`src/verilog/pat_cfg_pkg.sv`:
```
`default_nettype none

package pat_cfg_pkg;

	// ==================================================
	// default machine sizes
	// ==================================================
	localparam int I_ADR_WIDTH_DEF = 10; // 1k instruction words
	localparam int I_WIDTH_DEF = 23; // instruction word
	localparam int D_WIDTH_DEF = 8; // data path
	localparam int REG_ADR_WIDTH = 3; // 8 registers

	// ==================================================
	// pipeline properties
	// ==================================================
	// addresses the pc has advanced past a branch by its commit edge
	localparam int BRANCH_PC_LAG = 3;
	// wrong-path slots turned into nop after a taken branch
	localparam int SQUASH_COUNT = 2;

endpackage

`default_nettype wire

```
`src/verilog/pat_isa_pkg.sv`:
```
`default_nettype none

package pat_isa_pkg;

	// ==================================================
	// instruction word layout
	// ==================================================
	localparam int RN_MSB = 22; // source and destination register
	localparam int RN_LSB = 20;
	localparam int COND_MSB = 14; // bits 19..15 and 12 are reserved
	localparam int COND_LSB = 13;
	localparam int OP8_MSB = 11;
	localparam int OP8_LSB = 8;
	localparam int IMM_MSB = 7;
	localparam int IMM_LSB = 0;
	localparam int OP3_MSB = 7; // i3 opcode sits in the immediate
	localparam int OP3_LSB = 4;
	localparam int OP0_MSB = 3; // i0 opcode under the i3 prefix
	localparam int OP0_LSB = 0;
	localparam int IMM3_MSB = 2; // short immediate or source register
	localparam int IMM3_LSB = 0;

	// ==================================================
	// opcode spaces
	// ==================================================
	typedef enum logic [3:0] {
		OP8_ORI = 4'd0, OP8_ORR = 4'd1, OP8_ANDI = 4'd2, OP8_ANDR = 4'd3,
		OP8_ADDI = 4'd4, OP8_ADDR = 4'd5, OP8_SUBI = 4'd6, OP8_SUBR = 4'd7,
		OP8_LDI = 4'd8, OP8_BF = 4'd13,
		OP8_PREFIX_I3 = 4'd15 // escape into the i3 space
	} op_i8_e;

	typedef enum logic [3:0] {
		OP3_SHLZI = 4'd0, OP3_SHLZR = 4'd1, OP3_SHLOI = 4'd2, OP3_SHLOR = 4'd3,
		OP3_SHRZI = 4'd4, OP3_SHRZR = 4'd5, OP3_ASRI = 4'd6, OP3_ASRR = 4'd7,
		OP3_OUT = 4'd11,
		OP3_PREFIX_I0 = 4'd15 // escape into the i0 space
	} op_i3_e;

	typedef enum logic [3:0] {OP0_NOT = 4'd0, OP0_TEST = 4'd2, OP0_NOP = 4'd15} op_i0_e;

	// what the alu does with a (Rn) and b (imm or register)
	typedef enum logic [3:0] {
		ALU_PASS_B, ALU_OR, ALU_AND, ALU_ADD, ALU_SUB,
		ALU_NOT, ALU_SHLZ, ALU_SHLO, ALU_SHRZ, ALU_ASR
	} alu_op_e;

	typedef enum logic [2:0] {CM_NONE, CM_WRITE, CM_TEST, CM_OUT, CM_BRANCH} commit_e;

	typedef enum logic [1:0] {COND_Z = 2'd0, COND_NZ = 2'd1, COND_N = 2'd2, COND_AL = 2'd3} cond_e;

	// cond AL, every prefix set, Rn 0
	localparam logic [RN_MSB:0] INSTR_NOP = 23'h006fff;

endpackage

`default_nettype wire
```
`src/verilog/pat_decode_if.sv`:
```
`timescale 1ns/10ps
`default_nettype none

// one decoded slot, registered in decode and consumed by execute
interface pat_decode_if
	import pat_isa_pkg::*, pat_cfg_pkg::*;
#(
	parameter int D_WIDTH = D_WIDTH_DEF
)
();

	logic [REG_ADR_WIDTH-1:0] rd; // Rn field
	logic [REG_ADR_WIDTH-1:0] src_reg; // second register for the R forms
	logic use_reg; // b comes from src_reg instead of imm
	logic [D_WIDTH-1:0] imm; // imm8, or zero-extended imm3
	alu_op_e alu_op;
	commit_e commit; // none for squashed or reset slots
	cond_e cond;

	modport source (
		output rd, src_reg, use_reg, imm, alu_op, commit, cond
	);

	modport sink (
		input rd, src_reg, use_reg, imm, alu_op, commit, cond
	);

endinterface

`default_nettype wire

```
`src/verilog/pat_core.sv`:
```
`timescale 1ns/10ps
`default_nettype none

module pat_core
	import pat_cfg_pkg::*;
#(
	parameter int I_ADR_WIDTH = I_ADR_WIDTH_DEF,
	parameter int D_WIDTH = D_WIDTH_DEF
)
(
	input logic clk,
	input logic reset,
	input logic [I_WIDTH_DEF-1:0] i_instruction, // word for last cycle's o_pc
	output logic [I_ADR_WIDTH-1:0] o_pc,
	output logic o_jump,
	output logic [D_WIDTH-1:0] o_out,
	output logic o_out_valid
);

	// ==================================================
	// stage links
	// ==================================================
	logic branch; // execute -> pc
	logic [D_WIDTH-1:0] offset;
	logic flush; // pc -> decode

	pat_decode_if #(.D_WIDTH(D_WIDTH)) dec_if ();

	// stage 1
	pat_decoder #(.D_WIDTH(D_WIDTH)) decoder_inst (
		.clk(clk),
		.reset(reset),
		.i_instruction(i_instruction),
		.i_flush(flush),
		.o_dec(dec_if.source)
	);

	// stage 2
	pat_execute #(.D_WIDTH(D_WIDTH)) execute_inst (
		.clk(clk),
		.reset(reset),
		.i_dec(dec_if.sink),
		.o_branch(branch),
		.o_offset(offset),
		.o_out(o_out),
		.o_out_valid(o_out_valid)
	);

	pat_program_counter #(.I_ADR_WIDTH(I_ADR_WIDTH), .D_WIDTH(D_WIDTH)) pc_inst (
		.clk(clk),
		.reset(reset),
		.i_branch(branch),
		.i_offset(offset),
		.o_pc(o_pc),
		.o_jump(o_jump),
		.o_flush(flush)
	);

endmodule

`default_nettype wire

```
`src/verilog/pat_program_counter.sv`:
```
`timescale 1ns/10ps
`default_nettype none

module pat_program_counter
	import pat_cfg_pkg::*;
#(
	parameter int I_ADR_WIDTH = I_ADR_WIDTH_DEF,
	parameter int D_WIDTH = D_WIDTH_DEF
)
(
	input logic clk,
	input logic reset,
	input logic i_branch,
	input logic [D_WIDTH-1:0] i_offset, // signed
	output logic [I_ADR_WIDTH-1:0] o_pc,
	output logic o_jump,
	output logic o_flush
);

	localparam int SQ_W = $clog2(SQUASH_COUNT + 1);
	localparam logic [I_ADR_WIDTH-1:0] PC_LAG = I_ADR_WIDTH'(BRANCH_PC_LAG);

	logic [I_ADR_WIDTH-1:0] pc_inc;
	logic [I_ADR_WIDTH-1:0] offset_ext;
	logic [I_ADR_WIDTH-1:0] target;
	logic [SQ_W-1:0] squash_cnt; // remaining squash slots after the first

	assign pc_inc = o_pc + I_ADR_WIDTH'(1);
	assign offset_ext = {{(I_ADR_WIDTH-D_WIDTH){i_offset[D_WIDTH-1]}}, i_offset};
	// pc_inc is BRANCH_PC_LAG past the bf, so this lands on bf + offset
	assign target = pc_inc - PC_LAG + offset_ext;

	// first squash slot is the commit edge itself
	assign o_flush = i_branch || (squash_cnt != '0);

	always_ff @(posedge clk)
	begin
		if (reset)
		begin
			o_pc <= '0;
			o_jump <= 1'b0;
			squash_cnt <= '0;
		end
		else
		begin
			o_pc <= i_branch ? target : pc_inc;
			o_jump <= i_branch; // one cycle after the load
			if (i_branch)
				squash_cnt <= SQ_W'(SQUASH_COUNT - 1);
			else if (squash_cnt != '0)
				squash_cnt <= squash_cnt - SQ_W'(1);
		end
	end

	// squash window keeps any second branch out of the pipe
	a_no_branch_in_jump: assert property (@(posedge clk) disable iff (reset)
		o_jump |-> !i_branch);

endmodule

`default_nettype wire

```
`src/verilog/pat_execute.sv`:
```
`timescale 1ns/10ps
`default_nettype none

module pat_execute
	import pat_isa_pkg::*, pat_cfg_pkg::*;
#(
	parameter int D_WIDTH = D_WIDTH_DEF
)
(
	input logic clk,
	input logic reset,
	pat_decode_if.sink i_dec,
	output logic o_branch, // taken bf, combinational this cycle
	output logic [D_WIDTH-1:0] o_offset, // raw 8-bit offset
	output logic [D_WIDTH-1:0] o_out,
	output logic o_out_valid
);

	localparam int NUM_REGS = 1 << REG_ADR_WIDTH;

	logic [D_WIDTH-1:0] regs [NUM_REGS]; // register file
	logic flag_z;
	logic flag_n;
	logic [D_WIDTH-1:0] rn_val;
	logic [D_WIDTH-1:0] opnd_b;
	logic [D_WIDTH-1:0] alu_y;
	logic cond_ok;
	commit_e eff_commit; // commit after predication

	// ==================================================
	// operands and alu
	// ==================================================
	assign rn_val = regs[i_dec.rd]; // read at execute time so no hazards
	assign opnd_b = i_dec.use_reg ? regs[i_dec.src_reg] : i_dec.imm;

	pat_alu #(.D_WIDTH(D_WIDTH)) alu_inst (
		.i_a(rn_val),
		.i_b(opnd_b),
		.i_op(i_dec.alu_op),
		.o_y(alu_y)
	);

	// predication on the stored flags
	always_comb
	begin
		case (i_dec.cond)
			COND_Z: cond_ok = flag_z;
			COND_NZ: cond_ok = !flag_z; // zero clear
			COND_N: cond_ok = flag_n;
			default: cond_ok = 1'b1; // always
		endcase
	end

	assign eff_commit = cond_ok ? i_dec.commit : CM_NONE;

	assign o_branch = (eff_commit == CM_BRANCH);
	assign o_offset = alu_y; // imm passed through b

	// ==================================================
	// commit
	// ==================================================
	always_ff @(posedge clk)
	begin
		o_out_valid <= 1'b0; // single-cycle strobe
		if (reset)
		begin
			for (int i = 0; i < NUM_REGS; i++)
			begin
				regs[i] <= '0;
			end
			flag_z <= 1'b0;
			flag_n <= 1'b0;
		end
		else
		begin
			case (eff_commit)
				CM_WRITE: regs[i_dec.rd] <= alu_y;
				CM_TEST:
				begin
					flag_z <= (rn_val == '0);
					flag_n <= rn_val[D_WIDTH-1];
				end
				CM_OUT:
				begin
					o_out <= rn_val;
					o_out_valid <= 1'b1;
				end
				default: ; // branch handled by the pc, none does nothing
			endcase
		end
	end

	// the squashed slot after a branch is a nop from the decoder
	a_branch_single: assert property (@(posedge clk) disable iff (reset)
		o_branch |=> !o_branch);

endmodule

`default_nettype wire

```
`src/verilog/pat_decoder.sv`:
```
`timescale 1ns/10ps
`default_nettype none

module pat_decoder
	import pat_isa_pkg::*, pat_cfg_pkg::*;
#(
	parameter int D_WIDTH = D_WIDTH_DEF
)
(
	input logic clk,
	input logic reset,
	input logic [I_WIDTH_DEF-1:0] i_instruction,
	input logic i_flush, // squash window from the pc
	pat_decode_if.source o_dec
);

	// ==================================================
	// field split
	// ==================================================
	logic [REG_ADR_WIDTH-1:0] rn;
	logic [REG_ADR_WIDTH-1:0] src;
	cond_e cond;
	op_i8_e op8;
	op_i3_e op3;
	op_i0_e op0;
	logic [IMM_MSB:0] imm8;
	logic [D_WIDTH-1:0] imm_sel; // imm handed to execute
	alu_op_e alu_op;
	commit_e commit;
	logic use_reg;

	assign rn = i_instruction[RN_MSB:RN_LSB];
	assign src = i_instruction[IMM3_MSB:IMM3_LSB];
	assign cond = cond_e'(i_instruction[COND_MSB:COND_LSB]);
	assign op8 = op_i8_e'(i_instruction[OP8_MSB:OP8_LSB]);
	assign op3 = op_i3_e'(i_instruction[OP3_MSB:OP3_LSB]);
	assign op0 = op_i0_e'(i_instruction[OP0_MSB:OP0_LSB]);
	assign imm8 = i_instruction[IMM_MSB:IMM_LSB];

	// ==================================================
	// classify
	// ==================================================
	always_comb
	begin
		alu_op = ALU_PASS_B;
		commit = CM_NONE; // unknown opcodes fall out as no-ops
		use_reg = 1'b0;
		imm_sel = D_WIDTH'(imm8);
		case (op8)
			OP8_ORI, OP8_ORR: begin alu_op = ALU_OR; commit = CM_WRITE; use_reg = op8[0]; end
			OP8_ANDI, OP8_ANDR: begin alu_op = ALU_AND; commit = CM_WRITE; use_reg = op8[0]; end
			OP8_ADDI, OP8_ADDR: begin alu_op = ALU_ADD; commit = CM_WRITE; use_reg = op8[0]; end
			OP8_SUBI, OP8_SUBR: begin alu_op = ALU_SUB; commit = CM_WRITE; use_reg = op8[0]; end
			OP8_LDI: commit = CM_WRITE; // pass-b of imm8
			OP8_BF: commit = CM_BRANCH; // offset rides through as pass-b
			OP8_PREFIX_I3:
			begin
				imm_sel = D_WIDTH'(src); // short imm, zero extended
				use_reg = op3[0]; // odd i3 opcodes take the register
				case (op3)
					OP3_SHLZI, OP3_SHLZR: begin alu_op = ALU_SHLZ; commit = CM_WRITE; end
					OP3_SHLOI, OP3_SHLOR: begin alu_op = ALU_SHLO; commit = CM_WRITE; end
					OP3_SHRZI, OP3_SHRZR: begin alu_op = ALU_SHRZ; commit = CM_WRITE; end
					OP3_ASRI, OP3_ASRR: begin alu_op = ALU_ASR; commit = CM_WRITE; end
					OP3_OUT: commit = CM_OUT;
					OP3_PREFIX_I0:
					begin
						case (op0)
							OP0_NOT: begin alu_op = ALU_NOT; commit = CM_WRITE; end
							OP0_TEST: commit = CM_TEST;
							default: commit = CM_NONE; // nop and holes
						endcase
					end
					default: commit = CM_NONE;
				endcase
			end
			default: commit = CM_NONE;
		endcase
	end

	// ==================================================
	// decode register
	// ==================================================
	always_ff @(posedge clk)
	begin
		o_dec.rd <= rn; // payload carries no reset
		o_dec.src_reg <= src;
		o_dec.use_reg <= use_reg;
		o_dec.imm <= imm_sel;
		if (reset || i_flush)
		begin
			o_dec.alu_op <= ALU_PASS_B; // slot becomes nop
			o_dec.commit <= CM_NONE;
			o_dec.cond <= COND_AL;
		end
		else
		begin
			o_dec.alu_op <= alu_op;
			o_dec.commit <= commit;
			o_dec.cond <= cond;
		end
	end

	// execute takes the branch offset straight off the alu
	a_branch_pass_b: assert property (@(posedge clk) disable iff (reset)
		(o_dec.commit == CM_BRANCH) |-> (o_dec.alu_op == ALU_PASS_B));

endmodule

`default_nettype wire

```
`src/verilog/pat_alu.sv`:
```
`timescale 1ns/10ps
`default_nettype none

module pat_alu
	import pat_isa_pkg::*, pat_cfg_pkg::*;
#(
	parameter int D_WIDTH = D_WIDTH_DEF
)
(
	input logic [D_WIDTH-1:0] i_a, // Rn
	input logic [D_WIDTH-1:0] i_b, // imm or second register
	input alu_op_e i_op,
	output logic [D_WIDTH-1:0] o_y
);

	localparam int SH_W = $clog2(D_WIDTH); // shift amount bits

	logic [SH_W-1:0] sh_amt;
	logic sub_sel;
	logic [D_WIDTH-1:0] b_addsub;
	logic [D_WIDTH-1:0] sum;

	assign sh_amt = i_b[SH_W-1:0]; // upper bits of b ignored

	// ==================================================
	// shared add/sub
	// ==================================================
	// a - b as a + ~b + 1
	assign sub_sel = (i_op == ALU_SUB);
	assign b_addsub = sub_sel ? ~i_b : i_b;
	assign sum = i_a + b_addsub + D_WIDTH'(sub_sel); // wraps modulo 2^D_WIDTH

	// ==================================================
	// result select
	// ==================================================
	always_comb
	begin
		case (i_op)
			ALU_OR: o_y = i_a | i_b;
			ALU_AND: o_y = i_a & i_b;
			ALU_ADD, ALU_SUB: o_y = sum;
			ALU_NOT: o_y = ~i_a;
			ALU_SHLZ: o_y = i_a << sh_amt;
			// ones shifted in from the right
			ALU_SHLO: o_y = ~((~i_a) << sh_amt);
			ALU_SHRZ: o_y = i_a >> sh_amt;
			ALU_ASR: o_y = $signed(i_a) >>> sh_amt; // msb copied down
			default: o_y = i_b; // pass-b for ldi and bf
		endcase
	end

endmodule

`default_nettype wire

```
`config.mk`:
```
export PLATFORM = sky130hd
export DESIGN_NAME = pat_core
export DESIGN_NICKNAME = d
export VERILOG_FILES = /design/src/verilog/pat_cfg_pkg.sv /design/src/verilog/pat_isa_pkg.sv /design/src/verilog/pat_decode_if.sv /design/src/verilog/pat_core.sv /design/src/verilog/pat_program_counter.sv /design/src/verilog/pat_execute.sv /design/src/verilog/pat_decoder.sv /design/src/verilog/pat_alu.sv
export SDC_FILE = /design/constraint.sdc
export NUM_CORES = 1
export LEC_CHECK = 0
export ABC_CLOCK_PERIOD_IN_PS = 7900
export BUFFER_PORTS_ARGS = -buffer_cell sky130_fd_sc_hd__buf_2
export CORE_MARGIN = 3
export CORE_UTILIZATION = 62
export DETAILED_ROUTE_END_ITERATION = 8
export PLACE_DENSITY = 0.81
export REMOVE_ABC_BUFFERS = 1
export SETUP_SLACK_MARGIN = 0.15
export SLEW_MARGIN = 10
export SYNTH_ARGS = -nofsm -noshare
export SYNTH_HDL_FRONTEND = slang
export SYNTH_SLANG_ARGS = --single-unit
```
`constraint.sdc`:
```
create_clock -name clk -period 7.9 [get_ports clk]
set_input_delay 0.79 -clock clk [delete_from_list [all_inputs] [get_ports clk]]
set_output_delay 0.79 -clock clk [all_outputs]
set_load 0.01 [all_outputs]
```
Word level (Yosys, flattened, before mapping)
Memories as Yosys holds them, arrays and structs flattened. A register that Yosys moved wholly into a read port is not among the register bits.
Cells that the tools add are included.
{"block": "totals", "ff_bits": 45, "mem_bits_rw": 64, "out_inout_bits": 20, "n_memories": 1}
{"block": "op_classes", "add_sub_neg": 6, "eq_ne": 35, "shifts": 4, "muxes": 24, "n_bitwise": 6, "n_reduce_logical": 25}
{"memory": "execute_inst.regs", "words": 8, "word_bits": 8, "read_ports": 2, "rd_clocked_by_memory_dff": 2, "write_ports": 8, "line": "pat_execute.sv:21", "rtl": "logic [D_WIDTH-1:0] regs [NUM_REGS];"}
{"operator": "case mux 8 bit (8 select lines)", "n": 1}
{"operator": "== test 4 x 3 -> 1 bit (second input constant)", "n": 12}
{"operator": "case mux 4 bit (5 select lines)", "n": 2}
{"operator": "== test 4 x 2 -> 1 bit (second input constant)", "n": 7}
{"operator": "== test 4 bit (second input constant)", "n": 7}
{"operator": "2-to-1 mux 8 bit", "n": 3}
{"operator": "NOT 8 bit", "n": 3}
{"operator": "OR reduction 8 bit", "n": 3}
{"operator": "OR reduction 2 bit", "n": 10}
{"operator": "case mux 3 bit (3 select lines)", "n": 2}
{"operator": "left shift 8 x 3 -> 8 bit", "n": 2}
{"operator": "== test 4 x 1 -> 1 bit (second input constant)", "n": 3}
{"operator": "zero test 4 bit", "n": 3}
{"operator": "adder 10 x 1 -> 10 bit (second input constant)", "n": 1}
{"operator": "adder 10 bit", "n": 1}
{"operator": "2-to-1 mux 10 bit", "n": 1}
{"operator": "subtractor 10 x 2 -> 10 bit (second input constant)", "n": 1}
{"operator": "2-to-1 mux 1 bit", "n": 9}
{"operator": "2-to-1 mux 3 bit", "n": 3}
{"operator": "OR reduction 9 bit", "n": 1}
{"operator": "adder 8 x 1 -> 8 bit", "n": 1}
{"operator": "adder 8 bit", "n": 1}
{"operator": "bitwise AND 8 bit", "n": 1}
{"operator": "zero test 8 bit", "n": 1}
{"operator": "other kinds (18)", "n": 21}

Logic depth before layout (Yosys ltp)
Gate-level depths: netlist of the first run.
{"block": "depth", "depth_word": 9, "depth_mapped": 30, "ltp_nobuf": 26}

By module
From an unflattened synthesis of the first run, not the netlist that was laid out.
{"block": "hier_totals", "hier_cells": 686, "hier_area_um2": 7350.8}
{"module": "pat_execute", "n_inst": 1, "cells_per_inst": 263, "area_per_inst_um2": 3920.0}
{"module": "pat_alu", "n_inst": 1, "cells_per_inst": 210, "area_per_inst_um2": 1551.5}
{"module": "pat_program_counter", "n_inst": 1, "cells_per_inst": 147, "area_per_inst_um2": 1169.9}
{"module": "pat_decoder", "n_inst": 1, "cells_per_inst": 66, "area_per_inst_um2": 709.4}

Least setup slack after synthesis of the first run
OpenSTA, ideal clock, no wires.
{"block": "synth_timing", "path_type": "flip-flop to flip-flop", "startpoint": "register, netlist name decoder_inst.o_dec.src_reg[1]", "endpoint": "register pc_inst.o_pc[9]", "setup_time_ns": 0.121, "arrival_time_ns": 5.914, "slack_ns": 1.865, "path_stages_with_launch": 28, "path_buffers": 4, "synth_period_minus_slack_ns": 6.035, "path_cell_list": "dfxtp_1 > buf_2 > mux2_1 > o221ai_1 > and2_1 > buf_2 > buf_1 > a21boi_0 > fa_1 > o32ai_1 > a2111oi_0 > a32o_1 > clkbuf_1 > inv_1 > ha_1 > ha_1 > inv_1 > fa_1 > nor2b_1 > o21ai_0 > a21boi_0 > o21ai_0 > a21boi_0 > o21ai_0 > nor3b_1 > o21a_1 > mux2_4 > mux2_4"}
{"element": "end signal, assigned", "line": "pat_program_counter.sv:46", "rtl": "o_pc <= i_branch ? target : pc_inc;"}
{"element": "end, declared", "line": "pat_program_counter.sv:15", "rtl": "output logic [I_ADR_WIDTH-1:0] o_pc,"}

==> impl_metrics.tcl, run 1 <==
set metrics [dict create \
    cts_tree "done" \
    synth_area_leaders "edfxtp_1 30%, dfxtp_1 10%, mux4_2 6.2%, nor2_1 5.5%, ha_1 4.3%" \
    area_growth_pct 7.359 \
    post-synth-top-count-cell "nor2_1" \
    fin_setup_tns_ns 0 \
    top_register "execute_inst.regs" \
    core-area_um2 11130 \
    outcome "complete, no violations" \
    worstSetupPathType "reg -> reg" \
    path_max_fanout 25 \
    hold_buffers 0 \
    grt_use_total_pct 32.32 \
    first_global_vias 6068 \
    fp.dieW_um 114.2 \
    reg2reg_slack_ns 0.99 \
    min_from "execute_inst.flag_z" \
    min_period_over_period_pct 87.47 \
    vias 6227 \
    skew_ns 0.01200 \
    grt_overflow_total 0 \
    reg.largest.list "execute_inst.regs (64), pc_inst.o_pc (10), execute_inst.o_out (8)" \
    grt_pass1_wl_mm 32.44 \
    hold_path_end "execute_inst.flag_z" \
    fmax_mhz 144.7 \
    relSlewSlack_pct 30.92 \
    ys_warn_count 0 \
    tightest_slew_ns 1.035 \
    clock-root-buffer "clkbuf_16" \
    firstDrtPassIters 7 \
    synth_seq_cells 109 \
    grt_antenna_before_repair 0 \
    fin_crit_ns 6.910 \
    drv_cap 0 \
    yosysSeqAreaShare_pct 39.99 \
    drtIter0Drc 985 \
    insertion_delay_ns 0.36 \
    synthCells 744 \
    numPortBuffers 38 \
    die-area_um2 13040 \
    antennaDiodeCount 0 \
    worst_hold_path_type "reg -> reg" \
    hold_viol 0 \
    largest_reg_flops 64 \
    clk_pin_slew_worst_paths_ns 0.08 \
    gp_congestion 0.9943 \
    drive_gt1_share_pct 15.18 \
    end_kind "flip-flop" \
    fp.dieH_um 114.2 \
    ctsLongestPathBuffers 2 \
    ir_worst_vdd_uv 131.5 \
    cts_resized 0 \
    cts-buffers-inserted 9 \
    rsz0062_at_grt "no" \
    rows 38 \
    cts_setup_buffers 0 \
    grt_max_degree 29 \
    reg2reg_to "pc_inst.o_pc[9]" \
    ant_nets 0 \
    synth_commonest_cells "107 x nor2_1, 72 x edfxtp_1, 47 x nand2_1" \
    finalMaxSlewViolations 0 \
    io_pins 45 \
    synth_edf_count 72 \
    arrival_ns 7.16 \
    via_per_inst 6.835 \
    ys_types 85 \
    cts_sinks 109 \
    synth.top_cell.area_share_pct 29.78 \
    holdPathStages 2 \
    rr_worst_depth 27 \
    crit_required_ns 8.15 \
    fin_nets 818 \
    drc 0 \
    power_leakage_nw 3.072 \
    final_core_util_pct 70.05 \
    final-setup-viol-count 0 \
    power.density_nw_per_um2 215.3 \
    wire_per_inst_um 22.26 \
    dpl.hpwl_mm 14.51 \
    start_util_pct 65.25 \
    h-tree-depth 3 \
    syn_area_um2 7259 \
    synth_top_flop_cell "edfxtp_1" \
    rr_startpoint "decoder_inst.o_dec.rd[2]" \
    finalPower_w 0.001678 \
    async_flop_share_pct 0 \
    cp-start-kind "flip-flop" \
    synth_top_cell_by_area "edfxtp_1" \
    syn_avg_cell_area_um2 9.757 \
    totalWireLength_mm 20.28 \
]
==> metrics by stage <==
stage	instance area (um^2)	setup slack [ns]	std cells	hold WS, ns
floorplan	7046	1.447	704	0.4420
global placement	7508	1.290	895	0.4652
detailed placement	7508	1.090	895	0.4725
CTS	7794	1.069	911	0.4834
global route	7794	0.4961	911	0.5158
finish	7794	0.9896	911	0.4809
==> cell type report <==
type	count	area (um^2)
repair buffers	51	287.8
clock inverters	7	60.06
fillers	872	3332
multi-input cells	551	3975
flip-flops and latches	109	2903
clock buffers	9	225.2
well taps	140	175.2
inverters	44	167.7
==> layer usage <==
metal / global-route usage, % / share of wire [%] / up-vias
met2: 49.45 / 45 / 448
met1: 44.32 / 39 / 2904
met4: 15.76 / 4.7 / 0
met3: 6.290 / 12 / 82
li1: - / - / 2793
met5: 0 / 0 / -
==> worst max-delay path, cell delays in order (launching register included) <==
cell and delay, ns:
dfxtp_1 1.01, buf_4 0.34, mux2i_1 0.20, o21ai_1 0.10
a221oi_2 0.28, buf_4 0.21, inv_1 0.10, ha_1 0.22
or2_2 0.29, a31oi_1 0.24, a21oi_1 0.12, and2_1 0.18
or4_1 0.66, nand3_1 0.18, inv_1 0.06, ha_1 0.27
inv_1 0.04, ha_1 0.32, nor2b_1 0.14, o21ai_0 0.18
a21boi_0 0.13, o21ai_0 0.22, a21boi_0 0.16, o21ai_0 0.21
nor3b_1 0.28, nor3_1 0.07, mux2_4 0.29, mux2_4 0.29
==> worst max path at each step <==
| stage | start | slack (ns) | end |
|---|---|---|---|
| floorplan | decoder_inst.o_dec.src_reg[0] | 1.45 | pc_inst.o_pc[9] |
| global placement | decoder_inst.o_dec.src_reg[0] | 1.29 | pc_inst.o_pc[9] |
| detailed placement | decoder_inst.o_dec.src_reg[0] | 1.09 | pc_inst.o_pc[9] |
| CTS | decoder_inst.o_dec.src_reg[0] | 1.07 | pc_inst.o_pc[9] |
| global route | decoder_inst.o_dec.rd[2] | 0.50 | pc_inst.o_pc[9] |
| finish | decoder_inst.o_dec.rd[2] | 0.99 | pc_inst.o_pc[9] |
==> logic make-up after synthesis <==
logic type | Yosys count | share of synthesized area (%)
simple gates | 271 | 18.24
compound gates | 175 | 17.17
flops | 109 | 39.99
buf+inv | 84 | 5.257
mux | 52 | 11.10
fa+ha+maj | 27 | 4.860
xor+xnor | 26 | 3.395
==> power breakdown <==
| group | internal, W | switching (W) |
|---|---|---|
| combinational | 0.000222 | 0.000341 |
| clock | 0.000219 | 0.000224 |
| sequential | 0.000641 | 0.0000327 |
==> cells in the final DEF, fill, tap and decap left out, drive strengths merged, types with 10 or more instances in the layout <==
cell,synthesis,routed
nand2b,12,12
o21ai,34,34
a21oi,41,41
nand3,18,18
a211oi,18,18
xnor2,16,16
nand2,48,48
mux4,20,20
nor2,107,107
a31oi,18,18
xor2,10,10
dfxtp,37,37
and2,14,14
edfxtp,72,72
mux2i,23,23
inv,42,44
buf,20,51
and3,14,14
ha,25,25
nor3,14,14
Power figures use the tool's default switching activity.
==> run 2, diff against run 1 <==
ABC_CLOCK_PERIOD_IN_PS = 6100   (was 7900)
CORE_UTILIZATION = 25   (was 62)
PLACE_DENSITY = not set   (was 0.81)
clock period = 6.1 ns   (was 7.9 ns; I/O delays follow)
==> impl_metrics.tcl, run 2 (synthesis gave the netlist of run 1 again) <==
set metrics [dict create \
    outcome "complete, no violations" \
    cts-buffers-inserted 9 \
    grt_use_total_pct 13.83 \
    grt_max_degree 34 \
    cts_sinks 109 \
    arrival_ns 5.89 \
    final_cell_mix "107 x nor2_1, 72 x edfxtp_1, 50 x buf_4" \
    fmax_mhz 177.5 \
    die-area_um2 31120 \
    worst_hold_path_type "in -> reg" \
    fin_setup_tns_ns 0 \
    cp-start-kind "flip-flop" \
    ant_nets 0 \
    wl_met2_mm 9.506 \
    finalMaxSlewViolations 0 \
    ir_worst_vdd_uv 148.7 \
    fp.dieH_um 176.4 \
    rsz0062_at_grt "no" \
    ctsLongestPathBuffers 2 \
    area_growth_pct 16.32 \
    largest_reg_flops 64 \
    antennaDiodeCount 0 \
    min_period_over_period_pct 92.37 \
    slowest_delay_ns 0.53 \
    rows 61 \
    h-tree-depth 3 \
    drt-met1-wl_mm 9.762 \
    met3_wirelength_mm 1.686 \
    worstSetupPathType "reg -> reg" \
    top_register "execute_inst.regs" \
    first_global_vias 5781 \
    firstDrtPassIters 5 \
    final_core_util_pct 29.98 \
    cpMaxStageDelayCell "fa_1" \
    core-area_um2 28160 \
    grt_antenna_before_repair 1 \
    insertion_delay_ns 0.38 \
    gp_congestion 0.8849 \
    final-setup-viol-count 0 \
    num-fill-cells 2911 \
    grt_overflow_total 0 \
    power.density_nw_per_um2 270.3 \
    hold_ws_ns 0.3285 \
    dpl.hpwl_mm 16.01 \
    reg.largest.list "execute_inst.regs (64), pc_inst.o_pc (10), execute_inst.o_out (8)" \
    crit_buf_inv 4 \
    io_pins 45 \
    relSlewSlack_pct 51.32 \
    crit_family "compound AO/OA/AOI/OAI gates" \
    grt_pass1_wl_mm 32.91 \
    cts_setup_buffers 0 \
    finalPower_w 0.002282 \
    post_dp_cell_area_um2 8104 \
    tightest_slew_ns 0.7288 \
    wire_per_inst_um 18.19 \
    path_max_fanout 5 \
    clock-root-buffer "clkbuf_16" \
    highest_layer "met5" \
    vias 6079 \
    crit_chain "buf_4, buf_4, o32a_1, a21bo_4, a21boi_0, fa_1, o32ai_1, a2111oi_0, a32o_2, inv_1, ha_1, ha_1, inv_1, fa_1, nor2b_1, o21ai_2, a21boi_1, o21ai_1, a21boi_1, o21ai_1, nor3b_2, o21a_1, mux2_4, mux2_4" \
    crit_required_ns 6.36 \
    hold_viol 0 \
    power_leakage_nw 3.292 \
    start_util_pct 25.78 \
    fin_crit_ns 5.634 \
    drc 0 \
    fp.dieW_um 176.4 \
    cts_tree "done" \
    drive_gt1_share_pct 20.27 \
    final_common_cell "nor2_1" \
    drtIter0Drc 653 \
    via_per_inst 5.121 \
    totalWireLength_mm 21.59 \
    clk_pin_slew_worst_paths_ns 0.09 \
    skew_ns 0.01237 \
    fin_nets 856 \
    end_kind "flip-flop" \
    fin_area_um2 8444 \
    drv_cap 0 \
    numPortBuffers 38 \
]
==> run 2: cell types whose count changed in the layout (fill, tap and decap cells not counted), moves of 2 or more <==
cell | before | now
dfxtp_1 | 37 | 35
buf_4 | 13 | 50
o21ai_0 | 20 | 17
a21boi_1 | 0 | 3
a21boi_0 | 5 | 2
o21ai_1 | 12 | 14
==> run 2: final timing paths <==
kind	startpoint	endpoint	slack (ns)	cells past startpoint
worst max-delay path	decoder_inst.o_dec.src_reg[0]	pc_inst.o_pc[9]	0.47	24
worst max register to register	decoder_inst.o_dec.src_reg[0]	pc_inst.o_pc[9]	0.47	24
worst min-delay path	i_instruction[22]	decoder_inst.o_dec.rd[2]	0.33	1
worst min register to register	execute_inst.flag_z	execute_inst.flag_z	0.48	2
==> run 2: final cells by class <==
type / count / area [um^2] / share of cell area [%]
multi-input combinational: 551 / 4001 / 47.38
sequential: 109 / 2908 / 34.43
timing repair buffer: 89 / 585.6 / 6.934
tap: 378 / 473.0 / 5.601
clock buffer: 9 / 225.2 / 2.667
inverter: 44 / 167.7 / 1.985
clock inverter: 7 / 83.83 / 0.9927
==> run 2: timing repair <==
item | CTS | global route
pin swaps | 0 | 1
endpoints found under the setup margin | 1 | 1
gates resized for setup | 4 | 11
hold buffers | 0 | 0
==> run 2: power breakdown <==
group | switching (W) | internal [W] | leakage, nW
Sequential | 0.0000297 | 0.000829 | 1.04
Clock | 0.000307 | 0.000326 | 0.150
Combinational | 0.000462 | 0.000329 | 2.10
==> run 2: metrics by stage <==
stage	instances	setup WS (ns)
floorplan	704	-0.3530
global placement	1171	0.08103
detailed placement	1171	0.03624
CTS	1187	0.1944
global route	1187	0.1744
finish	1187	0.4657
==> run 2: routing by layer <==
layer | global-route usage (%) | up-vias
met1 | 19.26 | 2894
met4 | 5.466 | 2
li1 | - | 2870
met3 | 3.097 | 43
met5 | 0 | -
met2 | 20.85 | 270
